[config.mk]
export PLATFORM = sky130hd
export DESIGN_NAME = ctrl_top
export DESIGN_NICKNAME = d
export VERILOG_FILES = /design/src/ctrl_pkg.sv /design/src/wb_event_decode.sv /design/src/async_event_tracker.sv /design/src/trap_sequencer.sv /design/src/ctrl_top.sv
export SDC_FILE = /design/constraint.sdc
export NUM_CORES = 1
export LEC_CHECK = 0
export BUFFER_PORTS_ARGS = -buffer_cell sky130_fd_sc_hd__buf_2
export CAP_MARGIN = 20
export CORE_MARGIN = 10
export CORE_UTILIZATION = 37
export DETAILED_ROUTE_END_ITERATION = 7
export PLACE_DENSITY = 0.86
export SLEW_MARGIN = 20
export SYNTH_ARGS = -nofsm -noshare
export SYNTH_HDL_FRONTEND = slang
export SYNTH_SLANG_ARGS = --single-unit
export TNS_END_PERCENT = 5
[constraint.sdc]
create_clock -name clk -period 2.15 [get_ports clk]
set_input_delay 0.215 -clock clk [delete_from_list [all_inputs] [get_ports clk]]
set_output_delay 0.215 -clock clk [all_outputs]
set_load 0.05 [all_outputs]
[src/ctrl_pkg.sv]
`default_nettype none

package ctrl_pkg;

  //////////////////////////////////////////////////////////////////////
  // Encodings
  //////////////////////////////////////////////////////////////////////

  // Main controller FSM
  typedef enum logic [1:0] {
    RESET      = 2'd0,
    BOOT_SET   = 2'd1,
    FUNCTIONAL = 2'd2,
    SLEEP      = 2'd3
  } ctrl_state_e;

  // Source of the next fetch PC
  typedef enum logic [2:0] {
    PC_BOOT     = 3'd0,
    PC_TRAP_EXC = 3'd1,
    PC_TRAP_IRQ = 3'd2,
    PC_TRAP_NMI = 3'd3,
    PC_MRET     = 3'd4
  } pc_mux_e;

  // MPU check result
  typedef enum logic [1:0] {
    MPU_OK       = 2'd0,
    MPU_RE_FAULT = 2'd1,
    MPU_WR_FAULT = 2'd2
  } mpu_status_e;

  // Stage whose PC goes into mepc
  typedef enum logic [2:0] {
    SAVE_NONE = 3'd0,
    SAVE_IF   = 3'd1,
    SAVE_ID   = 3'd2,
    SAVE_EX   = 3'd3,
    SAVE_WB   = 3'd4
  } save_sel_e;

  // Width of the mcause exception code field
  localparam int unsigned INT_CODE_W = 11;

  // Synchronous exception codes
  localparam logic [7:0] EXC_CAUSE_INSTR_FAULT     = 8'd1;
  localparam logic [7:0] EXC_CAUSE_ILLEGAL_INSN    = 8'd2;
  localparam logic [7:0] EXC_CAUSE_BREAKPOINT      = 8'd3;
  localparam logic [7:0] EXC_CAUSE_LOAD_FAULT      = 8'd5;
  localparam logic [7:0] EXC_CAUSE_STORE_FAULT     = 8'd7;
  localparam logic [7:0] EXC_CAUSE_ECALL_MMODE     = 8'd11;
  localparam logic [7:0] EXC_CAUSE_INSTR_BUS_FAULT = 8'd24;

  // NMI codes from imprecise load/store bus errors
  localparam logic [INT_CODE_W-1:0] INT_CAUSE_LSU_LOAD_FAULT  = 11'd1024;
  localparam logic [INT_CODE_W-1:0] INT_CAUSE_LSU_STORE_FAULT = 11'd1025;

  //////////////////////////////////////////////////////////////////////
  // Bundles
  //////////////////////////////////////////////////////////////////////

  typedef struct packed {
    logic        valid;
    mpu_status_e instr_mpu_status;
    logic        bus_err;
    logic        illegal;
    logic        ecall;
    logic        ebreak;
    logic        wfi;
    logic        mret;
  } wb_instr_t;

  typedef struct packed {
    logic id_valid;
    logic ex_valid;
  } pipe_valid_t;

  typedef struct packed {
    logic jr;
    logic load;
    logic csr;
    logic wfi;
  } stall_t;

  typedef struct packed {
    logic err;
    logic is_store;
  } lsu_err_t;

  typedef struct packed {
    logic       exception;
    logic [7:0] exc_cause;
    logic       wfi;
    logic       mret;
    logic       valid;
  } wb_event_t;

  // Interrupt id is carried zero-extended to the full code width
  typedef struct packed {
    logic                  nmi_pending;
    logic                  nmi_is_store;
    logic                  irq_pending;
    logic                  allowed;
    logic [INT_CODE_W-1:0] irq_id;
  } async_event_t;

  typedef struct packed {
    logic if_s;
    logic id_s;
    logic ex_s;
    logic wb_s;
  } stage_ctrl_t;

  typedef struct packed {
    save_sel_e             save_sel;
    logic                  save_cause;
    logic                  interrupt;
    logic [INT_CODE_W-1:0] code;
    logic                  restore_mret;
  } csr_ctrl_t;

endpackage

`default_nettype wire

[src/wb_event_decode.sv]
`default_nettype none

module wb_event_decode (
  input  ctrl_pkg::wb_instr_t   wb_instr_i,
  input  ctrl_pkg::mpu_status_e lsu_mpu_status_i,
  output ctrl_pkg::wb_event_t   wb_event_o
);

  // Fault flags from the two MPU checks
  logic instr_mpu_fault;
  logic lsu_mpu_fault;
  logic any_exc;
  logic [7:0] exc_cause;

  assign instr_mpu_fault = (wb_instr_i.instr_mpu_status != ctrl_pkg::MPU_OK);
  assign lsu_mpu_fault   = (lsu_mpu_status_i != ctrl_pkg::MPU_OK);

  // Any synchronous trap source on the WB instruction
  assign any_exc = instr_mpu_fault    ||
                   wb_instr_i.bus_err ||
                   wb_instr_i.illegal ||
                   wb_instr_i.ecall   ||
                   wb_instr_i.ebreak  ||
                   lsu_mpu_fault;

  // Cause follows fetch side first, then decode, then data side
  always_comb begin
    if (instr_mpu_fault) begin
      exc_cause = ctrl_pkg::EXC_CAUSE_INSTR_FAULT;
    end else if (wb_instr_i.bus_err) begin
      exc_cause = ctrl_pkg::EXC_CAUSE_INSTR_BUS_FAULT;
    end else if (wb_instr_i.illegal) begin
      exc_cause = ctrl_pkg::EXC_CAUSE_ILLEGAL_INSN;
    end else if (wb_instr_i.ecall) begin
      exc_cause = ctrl_pkg::EXC_CAUSE_ECALL_MMODE;
    end else if (wb_instr_i.ebreak) begin
      exc_cause = ctrl_pkg::EXC_CAUSE_BREAKPOINT;
    end else if (lsu_mpu_status_i == ctrl_pkg::MPU_WR_FAULT) begin
      exc_cause = ctrl_pkg::EXC_CAUSE_STORE_FAULT;
    end else begin
      // Read fault, also the value when nothing is flagged
      exc_cause = ctrl_pkg::EXC_CAUSE_LOAD_FAULT;
    end
  end

  // Every event needs a valid instruction in WB
  assign wb_event_o.exception = any_exc && wb_instr_i.valid;
  assign wb_event_o.exc_cause = exc_cause;
  assign wb_event_o.wfi       = wb_instr_i.wfi && wb_instr_i.valid;
  assign wb_event_o.mret      = wb_instr_i.mret && wb_instr_i.valid;
  assign wb_event_o.valid     = wb_instr_i.valid;

endmodule

`default_nettype wire

[src/async_event_tracker.sv]
`default_nettype none

module async_event_tracker #(
  parameter int unsigned IRQ_ID_W = 5
) (
  input  logic                   clk,
  input  logic                   rst_n,
  input  ctrl_pkg::lsu_err_t     lsu_err_i,
  input  logic                   nmi_taken_i,
  input  logic                   irq_req_i,
  input  logic [IRQ_ID_W-1:0]    irq_id_i,
  input  logic                   lsu_interruptible_i,
  output ctrl_pkg::async_event_t async_event_o
);

  // Sticky bus error, kept until the NMI handler is entered
  logic nmi_pending_q;
  // Set for a store error, clear for a load error
  logic nmi_is_store_q;

  //////////////////////////////////////////////////////////////////////
  // Sticky NMI
  //////////////////////////////////////////////////////////////////////

  always_ff @(posedge clk, negedge rst_n) begin
    if (!rst_n) begin
      nmi_pending_q  <= 1'b0;
      nmi_is_store_q <= 1'b0;
    end else begin
      if (lsu_err_i.err && !nmi_pending_q) begin
        // First error wins, later ones leave the type alone
        nmi_pending_q  <= 1'b1;
        nmi_is_store_q <= lsu_err_i.is_store;
      end else if (nmi_taken_i) begin
        nmi_pending_q  <= 1'b0;
      end
    end
  end

  //////////////////////////////////////////////////////////////////////
  // Event summary
  //////////////////////////////////////////////////////////////////////

  always_comb begin
    async_event_o              = '0;
    async_event_o.nmi_pending  = nmi_pending_q;
    async_event_o.nmi_is_store = nmi_is_store_q;
    async_event_o.irq_pending  = irq_req_i;
    // LSU must not have a transfer in flight that cannot be undone
    async_event_o.allowed      = lsu_interruptible_i;
    // Upper id bits stay zero
    async_event_o.irq_id[IRQ_ID_W-1:0] = irq_id_i;
  end

endmodule

`default_nettype wire

[src/trap_sequencer.sv]
`default_nettype none

module trap_sequencer #(
  parameter int unsigned IRQ_ID_W = 5
) (
  input  logic                   clk,
  input  logic                   rst_n,
  input  logic                   fetch_enable_i,
  input  logic                   irq_wu_i,
  input  ctrl_pkg::wb_event_t    wb_event_i,
  input  ctrl_pkg::async_event_t async_event_i,
  input  ctrl_pkg::pipe_valid_t  pipe_valid_i,
  input  ctrl_pkg::stall_t       stall_i,
  output logic                   nmi_taken_o,
  output logic                   instr_req_o,
  output logic                   ctrl_busy_o,
  output logic                   pc_set_o,
  output ctrl_pkg::pc_mux_e      pc_mux_o,
  output ctrl_pkg::stage_ctrl_t  kill_o,
  output ctrl_pkg::stage_ctrl_t  halt_o,
  output ctrl_pkg::csr_ctrl_t    csr_o,
  output logic                   irq_ack_o,
  output logic [IRQ_ID_W-1:0]    irq_id_o
);

  ctrl_pkg::ctrl_state_e ctrl_fsm_cs;
  ctrl_pkg::ctrl_state_e ctrl_fsm_ns;

  // Asynchronous events that may be taken right now
  logic take_nmi;
  logic take_irq;
  // Pending but held back by the LSU
  logic async_blocked;

  // Oldest stage holding a valid instruction, IF always has a PC
  function automatic ctrl_pkg::save_sel_e oldest_valid(
    input logic wb_valid,
    input ctrl_pkg::pipe_valid_t pv
  );
    ctrl_pkg::save_sel_e sel;
    if (wb_valid) begin
      sel = ctrl_pkg::SAVE_WB;
    end else if (pv.ex_valid) begin
      sel = ctrl_pkg::SAVE_EX;
    end else if (pv.id_valid) begin
      sel = ctrl_pkg::SAVE_ID;
    end else begin
      sel = ctrl_pkg::SAVE_IF;
    end
    return sel;
  endfunction

  assign take_nmi      = async_event_i.nmi_pending && async_event_i.allowed;
  assign take_irq      = async_event_i.irq_pending && async_event_i.allowed;
  assign async_blocked = (async_event_i.nmi_pending || async_event_i.irq_pending) &&
                         !async_event_i.allowed;

  //////////////////////////////////////////////////////////////////////
  // FSM and event priority
  //////////////////////////////////////////////////////////////////////

  always_comb begin
    ctrl_fsm_ns = ctrl_fsm_cs;
    instr_req_o = 1'b1;
    ctrl_busy_o = 1'b1;
    pc_set_o    = 1'b0;
    pc_mux_o    = ctrl_pkg::PC_BOOT;
    kill_o      = '0;
    halt_o      = '0;
    csr_o       = '0;
    csr_o.save_sel = ctrl_pkg::SAVE_NONE;
    irq_ack_o   = 1'b0;
    irq_id_o    = '0;
    nmi_taken_o = 1'b0;

    // Regular stalls, plus a bubble so the LSU becomes interruptible
    halt_o.id_s = stall_i.jr || stall_i.load || stall_i.csr || stall_i.wfi ||
                  async_blocked;

    unique case (ctrl_fsm_cs)
      ctrl_pkg::RESET: begin
        instr_req_o = 1'b0;
        if (fetch_enable_i) begin
          ctrl_fsm_ns = ctrl_pkg::BOOT_SET;
        end
      end
      // Separate cycle keeps fetch_enable_i off the fetch PC path
      ctrl_pkg::BOOT_SET: begin
        pc_set_o    = 1'b1;
        pc_mux_o    = ctrl_pkg::PC_BOOT;
        ctrl_fsm_ns = ctrl_pkg::FUNCTIONAL;
      end
      ctrl_pkg::FUNCTIONAL: begin
        if (take_nmi || take_irq) begin
          // Flush everything and enter the handler
          kill_o           = '1;
          pc_set_o         = 1'b1;
          csr_o.save_sel   = oldest_valid(wb_event_i.valid, pipe_valid_i);
          csr_o.save_cause = 1'b1;
          csr_o.interrupt  = 1'b1;
          if (take_nmi) begin
            // NMI beats a regular interrupt in the same cycle
            nmi_taken_o = 1'b1;
            pc_mux_o    = ctrl_pkg::PC_TRAP_NMI;
            csr_o.code  = async_event_i.nmi_is_store ?
                          ctrl_pkg::INT_CAUSE_LSU_STORE_FAULT :
                          ctrl_pkg::INT_CAUSE_LSU_LOAD_FAULT;
          end else begin
            pc_mux_o   = ctrl_pkg::PC_TRAP_IRQ;
            csr_o.code = async_event_i.irq_id;
            irq_ack_o  = 1'b1;
            irq_id_o   = async_event_i.irq_id[IRQ_ID_W-1:0];
          end
        end else if (wb_event_i.exception) begin
          // WB write enables are already suppressed, WB itself survives
          kill_o.if_s      = 1'b1;
          kill_o.id_s      = 1'b1;
          kill_o.ex_s      = 1'b1;
          pc_set_o         = 1'b1;
          pc_mux_o         = ctrl_pkg::PC_TRAP_EXC;
          csr_o.save_sel   = ctrl_pkg::SAVE_WB;
          csr_o.save_cause = 1'b1;
          csr_o.code       = {3'b000, wb_event_i.exc_cause};
        end else if (wb_event_i.wfi) begin
          ctrl_fsm_ns = ctrl_pkg::SLEEP;
        end else if (wb_event_i.mret) begin
          // mstatus and privilege come back from the saved copy
          csr_o.restore_mret = 1'b1;
        end
      end
      ctrl_pkg::SLEEP: begin
        instr_req_o = 1'b0;
        ctrl_busy_o = 1'b0;
        // Keep younger instructions from retiring while asleep
        halt_o.wb_s = 1'b1;
        if (irq_wu_i) begin
          ctrl_busy_o = 1'b1;
          ctrl_fsm_ns = ctrl_pkg::FUNCTIONAL;
        end
      end
      default: begin
        instr_req_o = 1'b0;
        ctrl_fsm_ns = ctrl_pkg::RESET;
      end
    endcase
  end

  always_ff @(posedge clk, negedge rst_n) begin
    if (!rst_n) begin
      ctrl_fsm_cs <= ctrl_pkg::RESET;
    end else begin
      ctrl_fsm_cs <= ctrl_fsm_ns;
    end
  end

endmodule

`default_nettype wire

[src/ctrl_top.sv]
`default_nettype none

module ctrl_top #(
  parameter int unsigned IRQ_ID_W = 5
) (
  input  logic                  clk,
  input  logic                  rst_n,
  input  logic                  fetch_enable_i,
  input  ctrl_pkg::wb_instr_t   wb_instr_i,
  input  ctrl_pkg::mpu_status_e lsu_mpu_status_i,
  input  ctrl_pkg::pipe_valid_t pipe_valid_i,
  input  ctrl_pkg::stall_t      stall_i,
  input  ctrl_pkg::lsu_err_t    lsu_err_i,
  input  logic                  irq_req_i,
  input  logic [IRQ_ID_W-1:0]   irq_id_i,
  input  logic                  irq_wu_i,
  input  logic                  lsu_interruptible_i,
  output logic                  instr_req_o,
  output logic                  ctrl_busy_o,
  output logic                  pc_set_o,
  output ctrl_pkg::pc_mux_e     pc_mux_o,
  output ctrl_pkg::stage_ctrl_t kill_o,
  output ctrl_pkg::stage_ctrl_t halt_o,
  output ctrl_pkg::csr_ctrl_t   csr_o,
  output logic                  irq_ack_o,
  output logic [IRQ_ID_W-1:0]   irq_id_o
);

  ctrl_pkg::wb_event_t    wb_event;
  ctrl_pkg::async_event_t async_event;
  // Clears the sticky NMI when its trap is taken
  logic                   nmi_taken;

  wb_event_decode wb_event_decode_i (
    .wb_instr_i       (wb_instr_i),
    .lsu_mpu_status_i (lsu_mpu_status_i),
    .wb_event_o       (wb_event)
  );

  async_event_tracker #(
    .IRQ_ID_W (IRQ_ID_W)
  ) async_event_tracker_i (
    .clk                 (clk),
    .rst_n               (rst_n),
    .lsu_err_i           (lsu_err_i),
    .nmi_taken_i         (nmi_taken),
    .irq_req_i           (irq_req_i),
    .irq_id_i            (irq_id_i),
    .lsu_interruptible_i (lsu_interruptible_i),
    .async_event_o       (async_event)
  );

  trap_sequencer #(
    .IRQ_ID_W (IRQ_ID_W)
  ) trap_sequencer_i (
    .clk            (clk),
    .rst_n          (rst_n),
    .fetch_enable_i (fetch_enable_i),
    .irq_wu_i       (irq_wu_i),
    .wb_event_i     (wb_event),
    .async_event_i  (async_event),
    .pipe_valid_i   (pipe_valid_i),
    .stall_i        (stall_i),
    .nmi_taken_o    (nmi_taken),
    .instr_req_o    (instr_req_o),
    .ctrl_busy_o    (ctrl_busy_o),
    .pc_set_o       (pc_set_o),
    .pc_mux_o       (pc_mux_o),
    .kill_o         (kill_o),
    .halt_o         (halt_o),
    .csr_o          (csr_o),
    .irq_ack_o      (irq_ack_o),
    .irq_id_o       (irq_id_o)
  );

endmodule

`default_nettype wire

=== After elaboration in Yosys (flattened, before gate mapping) ===
Index checks and enable logic that the tools add are counted.

* Reductions and logical operators: 26
* Multiply operators: 0
* Bitwise gates (word level): 0
* Shift-type cells: 0
* Eq/ne operators: 9
* Mux-type cells: 52
* Magnitude comparators: 0
* Divide/modulo/power cells: 0
* $add $sub $neg: 0

{| class="wikitable"
|+ Operators with widths
! kind !! count
|-
| two-way mux 8 bit || 6
|-
| two-way mux 1 bit || 22
|-
| two-way mux 11 bit || 2
|-
| two-way mux 3 bit || 6
|-
| two-way mux 17 bit || 1
|-
| two-way mux 5 bit || 3
|-
| two-way mux 2 bit || 7
|-
| two-way mux 4 bit || 3
|-
| logical OR 1 bit || 11
|-
| != test 2 bit, second input constant || 4
|-
| one-hot mux 2 bit (4 select lines) || 1
|-
| logical AND 1 bit || 7
|-
| equality test 2 bit, second input constant || 3
|-
| nonzero test 2 bit || 3
|-
| AND reduction 5 bit || 1
|-
| equality test 2 x 1 -> 1 bit, second input constant || 1
|-
| logical NOT 1 bit || 2
|-
| logical NOT 2 bit || 1
|-
| != test 2 x 1 -> 1 bit, second input constant || 1
|-
| one-hot mux 1 bit (2 select lines) || 1
|-
| OR reduction 2 bit || 1
|}

* Logic and storage cells: 90
* Output and inout bits: 37
* RAM bits: 0
* Memories kept: 0
* Memory bits (read-only): 0
* Input port bits: 30
* Latch bits: 0
* Register bits after elaboration: 4

=== Longest topological paths before layout ===
* Depth in word-level cells: 10
* Depth in mapped cells: 7
* Depth with buffers taken out: 6

=== By module ===
A second synthesis with hierarchy kept.

* Cell total of the unflattened synthesis: 116
* Area total of the unflattened synthesis: 897.1 µm²

{| class="wikitable"
|+ Modules (own cells, without submodules)
! module !! seq. area each (µm²) !! cells each !! times used !! area an instance (µm²)
|-
| trap_sequencer || 50.0 || 74 || 1 || 564.3
|-
| async_event_tracker || 50.0 || 22 || 1 || 198.9
|-
| wb_event_decode || 0.0 || 20 || 1 || 133.9
|}

=== Least setup slack after synthesis ===
No wires, ideal clock.

* Path type: register to output
* Start point: register trap_sequencer_i.ctrl_fsm_cs[0]
* End point: output port csr_o[2] (netlist bit)
* Buffers on the path: 0
* Cell stages (with the launch flop): 7
* Setup slack: -0.364 ns
* Arrival: 2.299 ns
* Required time: 1.935 ns
* Path through: dfrtp_1 > inv_1 > ha_1 > nand2_1 > nor2_2 > nand3_1 > o31ai_1

{| class="wikitable"
|+ RTL lines
! element !! RTL line !! RTL
|-
| from (decl) || trap_sequencer.sv:26 || <nowiki>ctrl_pkg::ctrl_state_e ctrl_fsm_cs;</nowiki>
|-
| from (signal assigned) || trap_sequencer.sv:150 || <nowiki>ctrl_fsm_cs <= ctrl_pkg::RESET;</nowiki>
|-
| from (signal assigned) || trap_sequencer.sv:152 || <nowiki>ctrl_fsm_cs <= ctrl_fsm_ns;</nowiki>
|-
| to (decl) || ctrl_top.sv:24 || <nowiki>output ctrl_pkg::csr_ctrl_t csr_o,</nowiki>
|}

==> metrics.csv <==
stage;metric;value;unit
layout;regArea;100;µm²
floorplan;die-height;61.6;µm
floorplan;rows;14;
timing;finalCritPeriodShare;94.6;%
timing;slew_headroom;48.2;%
clock_network;cts.path.max_buffers;2;
logic_synthesis;ys_seq_area_share;15.7;%
layout;nets;175;
place;gp_congestion;0.759;
routing;vias;749;
layout;final_cell_mix;buf_2, inv_1, conb_1;
place;placed_area;878;µm²
logic_synthesis;synth.distinct_cells;35;
setup_path;path_cells;inv_1 -> ha_4 -> and4b_1 -> and2_1 -> a31o_1 -> buf_2;
timing;setup_viol;0;
layout;area_growth_syn_to_layout;48.3;%
timing;max_freq;0.492;GHz
power;p_leak;0.541;nW
logic_synthesis;avgSynthCellArea;7.61;µm²
routing;post-route-drc-count;0;
routing;wl_per_cell;14.5;µm
timing;finalHoldViolCount;0;
setup_path;criticalPathCategory;flop to output pin;
global_route;grt_max_degree;9;
power;clockPowerShare;8.5;%
clock_network;clk_pin_slew;40;ps
logic_synthesis;syn_area;639;µm²
layout;multi_input_area;469;µm²
setup_path;critPathSlowestCell;dfrtp_1;
place;place_ws;203;ps
logic_synthesis;yosysWarnings;0;
floorplan;initial_core_util;40.6;%
job;drv_cap;0;
setup_path;worst_setup_path_start_kind;flop;
power;p_int;387;µW
place;hpwlAfterDp;1920;µm
layout;drive_above_1_share;49.6;%
global_route;grt_pass1_vias;739;
timing;tightest_slew;757;ps
power;switchingPower;754;µW
setup_path;critPathMaxFanout;8;
setup_path;cp_top_family;simple AND/OR/NAND/NOR gates;
layout;final_area;948;µm²
timing;fin_hold_ws;194;ps
routing;wirelength;2240;µm
global_route;grt_overflow;0;
clock_network;clock-sinks;4;
layout;fill_cells;140;
global_route;antenna_found_initial;0;
timing;slew_violations;0;
routing;drt_iter0_markers;12;
floorplan;io_pins;67;
setup_path;worstPathArrival;1820;ps
clock_network;clockRootBuffer;clkbuf_4;
setup_path;worstPathRequired;1930;ps
logic_synthesis;syn_inst;84;
floorplan;dieArea;3790;µm²
clock_network;clk_latency;240;ps
timing;skew;3.81;ps
timing;period_needed;2030;ps
clock_network;cts_tree;yes;
setup_path;cp_num_buf_inv;2;
power;power_density;1200;nW/µm²
timing;setup_ws;117;ps
routing;ant_nets;0;
place;portBuffers;58;
clock_network;postCtsSetupBuffers;0;
layout;antenna_cells;0;
clock_network;htree_levels;1;
floorplan;die_x;61.6;µm
min_path;min_path_type;input pin to flop;
power;share_seq_of_total_power;11.8;%
run_status;status;complete, no violations;
layout;final_common_cell;buf_2;
routing;dr.pass1.iters;3;
logic_synthesis;synth-seq-cells;4;
setup_path;critPathMaxStageDelay;400;ps
setup_path;end_kind;output pin;
global_route;grt_first_pass_wirelength;3260;µm
global_route;grt_use_total;11.4;%
power;netSwitchingFraction;66.1;%
power;ir_worst_vdd;0.744;mV
floorplan;core;1580;µm²
routing;viasPerCell;4.83;
power;p_comb_share;79.7;%
clock_network;cts_made_buffers;3;
[through the flow]
stage | total power [mW] | utilization [%] | instances | TNS, ps
after floorplan | 0.888 | - | 91 | -969
after global placement | 1.01 | 55.7 | 151 | 0
after detailed placement | 1.02 | 55.7 | 151 | 0
after CTS | 1.13 | 58.1 | 155 | 0
after global routing | 1.21 | 60.2 | 155 | -8.30
final | 1.14 | 60.2 | 155 | 0
[logic make-up after synthesis]
group,Yosys count,synth area share [%]
AND/OR/NAND/NOR,34,32.7
buffers and inverters,22,20.7
AO/OA/AOI/OAI,17,19.2
adder cells (fa/ha/maj),4,7.83
flip-flops,4,15.7
multiplexers,2,3.33
other,1,0.587
[worst register-to-register path, stage by stage, from the launching register on]
cell	delay, ps
dfrtp_1	400
inv_1	140
ha_1	210
inv_1	50
o21ai_0	300
a21oi_2	80
o32a_2	200
[routing by layer]
| metal | track usage [%] | wire length (µm) | up-vias | part of all wire, % |
|---|---|---|---|---|
| met1 | 11.3 | 788 | 327 | 35 |
| li1 | - | - | 377 | - |
| met5 | 0 | 0 | - | 0 |
| met2 | 19.8 | 1110 | 41 | 49 |
| met3 | 4.94 | 322 | 4 | 14 |
| met4 | 5.73 | 23 | 0 | 1.0 |
[worst paths after layout]
kind                                                      start                                   end  slack [ps]  depth (start not counted)
hold reg to reg            async_event_tracker_i.nmi_is_store_q  async_event_tracker_i.nmi_is_store_q         500                          1
hold / removal                                     lsu_err_i[0]  async_event_tracker_i.nmi_is_store_q         190                          2
max in group asynchronous                                 rst_n       trap_sequencer_i.ctrl_fsm_cs[1]        1720                          2
setup reg to reg                trap_sequencer_i.ctrl_fsm_cs[0]       trap_sequencer_i.ctrl_fsm_cs[0]         640                          6
min in group asynchronous                                 rst_n   async_event_tracker_i.nmi_pending_q         310                          2
setup / recovery                trap_sequencer_i.ctrl_fsm_cs[0]                              csr_o[5]         120                          6
[registers in the layout (all words and copies together) (netlist names)]
name / flops
trap_sequencer_i.ctrl_fsm_cs: 2
async_event_tracker_i.nmi_is_store_q: 1
async_event_tracker_i.nmi_pending_q: 1
[cells in the mapped netlist (all sizes together)]
library cell | number | area, µm²
buf | 14 | 103
inv | 8 | 30.0
nor2 | 8 | 32.5
nand2 | 6 | 22.5
and2 | 5 | 31.3
dfrtp | 4 | 100
ha | 4 | 50.1
a21oi | 3 | 18.8
nor2b | 3 | 18.8
nor4 | 3 | 40.0
o21a | 3 | 22.5
o21ai | 3 | 15.0
nand3 | 2 | 10.0
nor3 | 2 | 10.0
o21bai | 2 | 15.0
a2111oi | 1 | 8.76
a21boi | 1 | 7.51
a22oi | 1 | 7.51
a31o | 1 | 8.76
and3 | 1 | 6.26
and4b | 1 | 10.0
and4bb | 1 | 12.5
conb | 1 | 3.75
mux2 | 1 | 11.3
mux2i | 1 | 10.0
nand2b | 1 | 6.26
nand4b | 1 | 8.76
o31ai | 1 | 7.51
o32a | 1 | 11.3
[power by group through the flow]
stage,Sequential (mW),Combinational (mW),Clock (mW)
6_report,0.135,0.910,0.0966
5_1_grt,0.139,0.961,0.108
4_1_cts,0.134,0.894,0.104
3_5_place_dp,0.135,0.885,0
3_3_place_gp,0.132,0.880,0
2_1_floorplan,0.127,0.761,0
[final cells by class]
cell class	count	area share [%]
inverters	8	3.17
well taps	16	2.11
multi-input cells	65	49.5
clock buffers	3	2.37
repair buffers	59	32.3
flip-flops and latches	4	10.6
[repair_timing]
action,in CTS,in global routing
pin swaps,0,1
endpoints found under the hold margin,4,0
hold buffers,1,0
endpoints found under the setup margin,1,5
resized for setup,2,5
(Power assumes the default switching activity.)
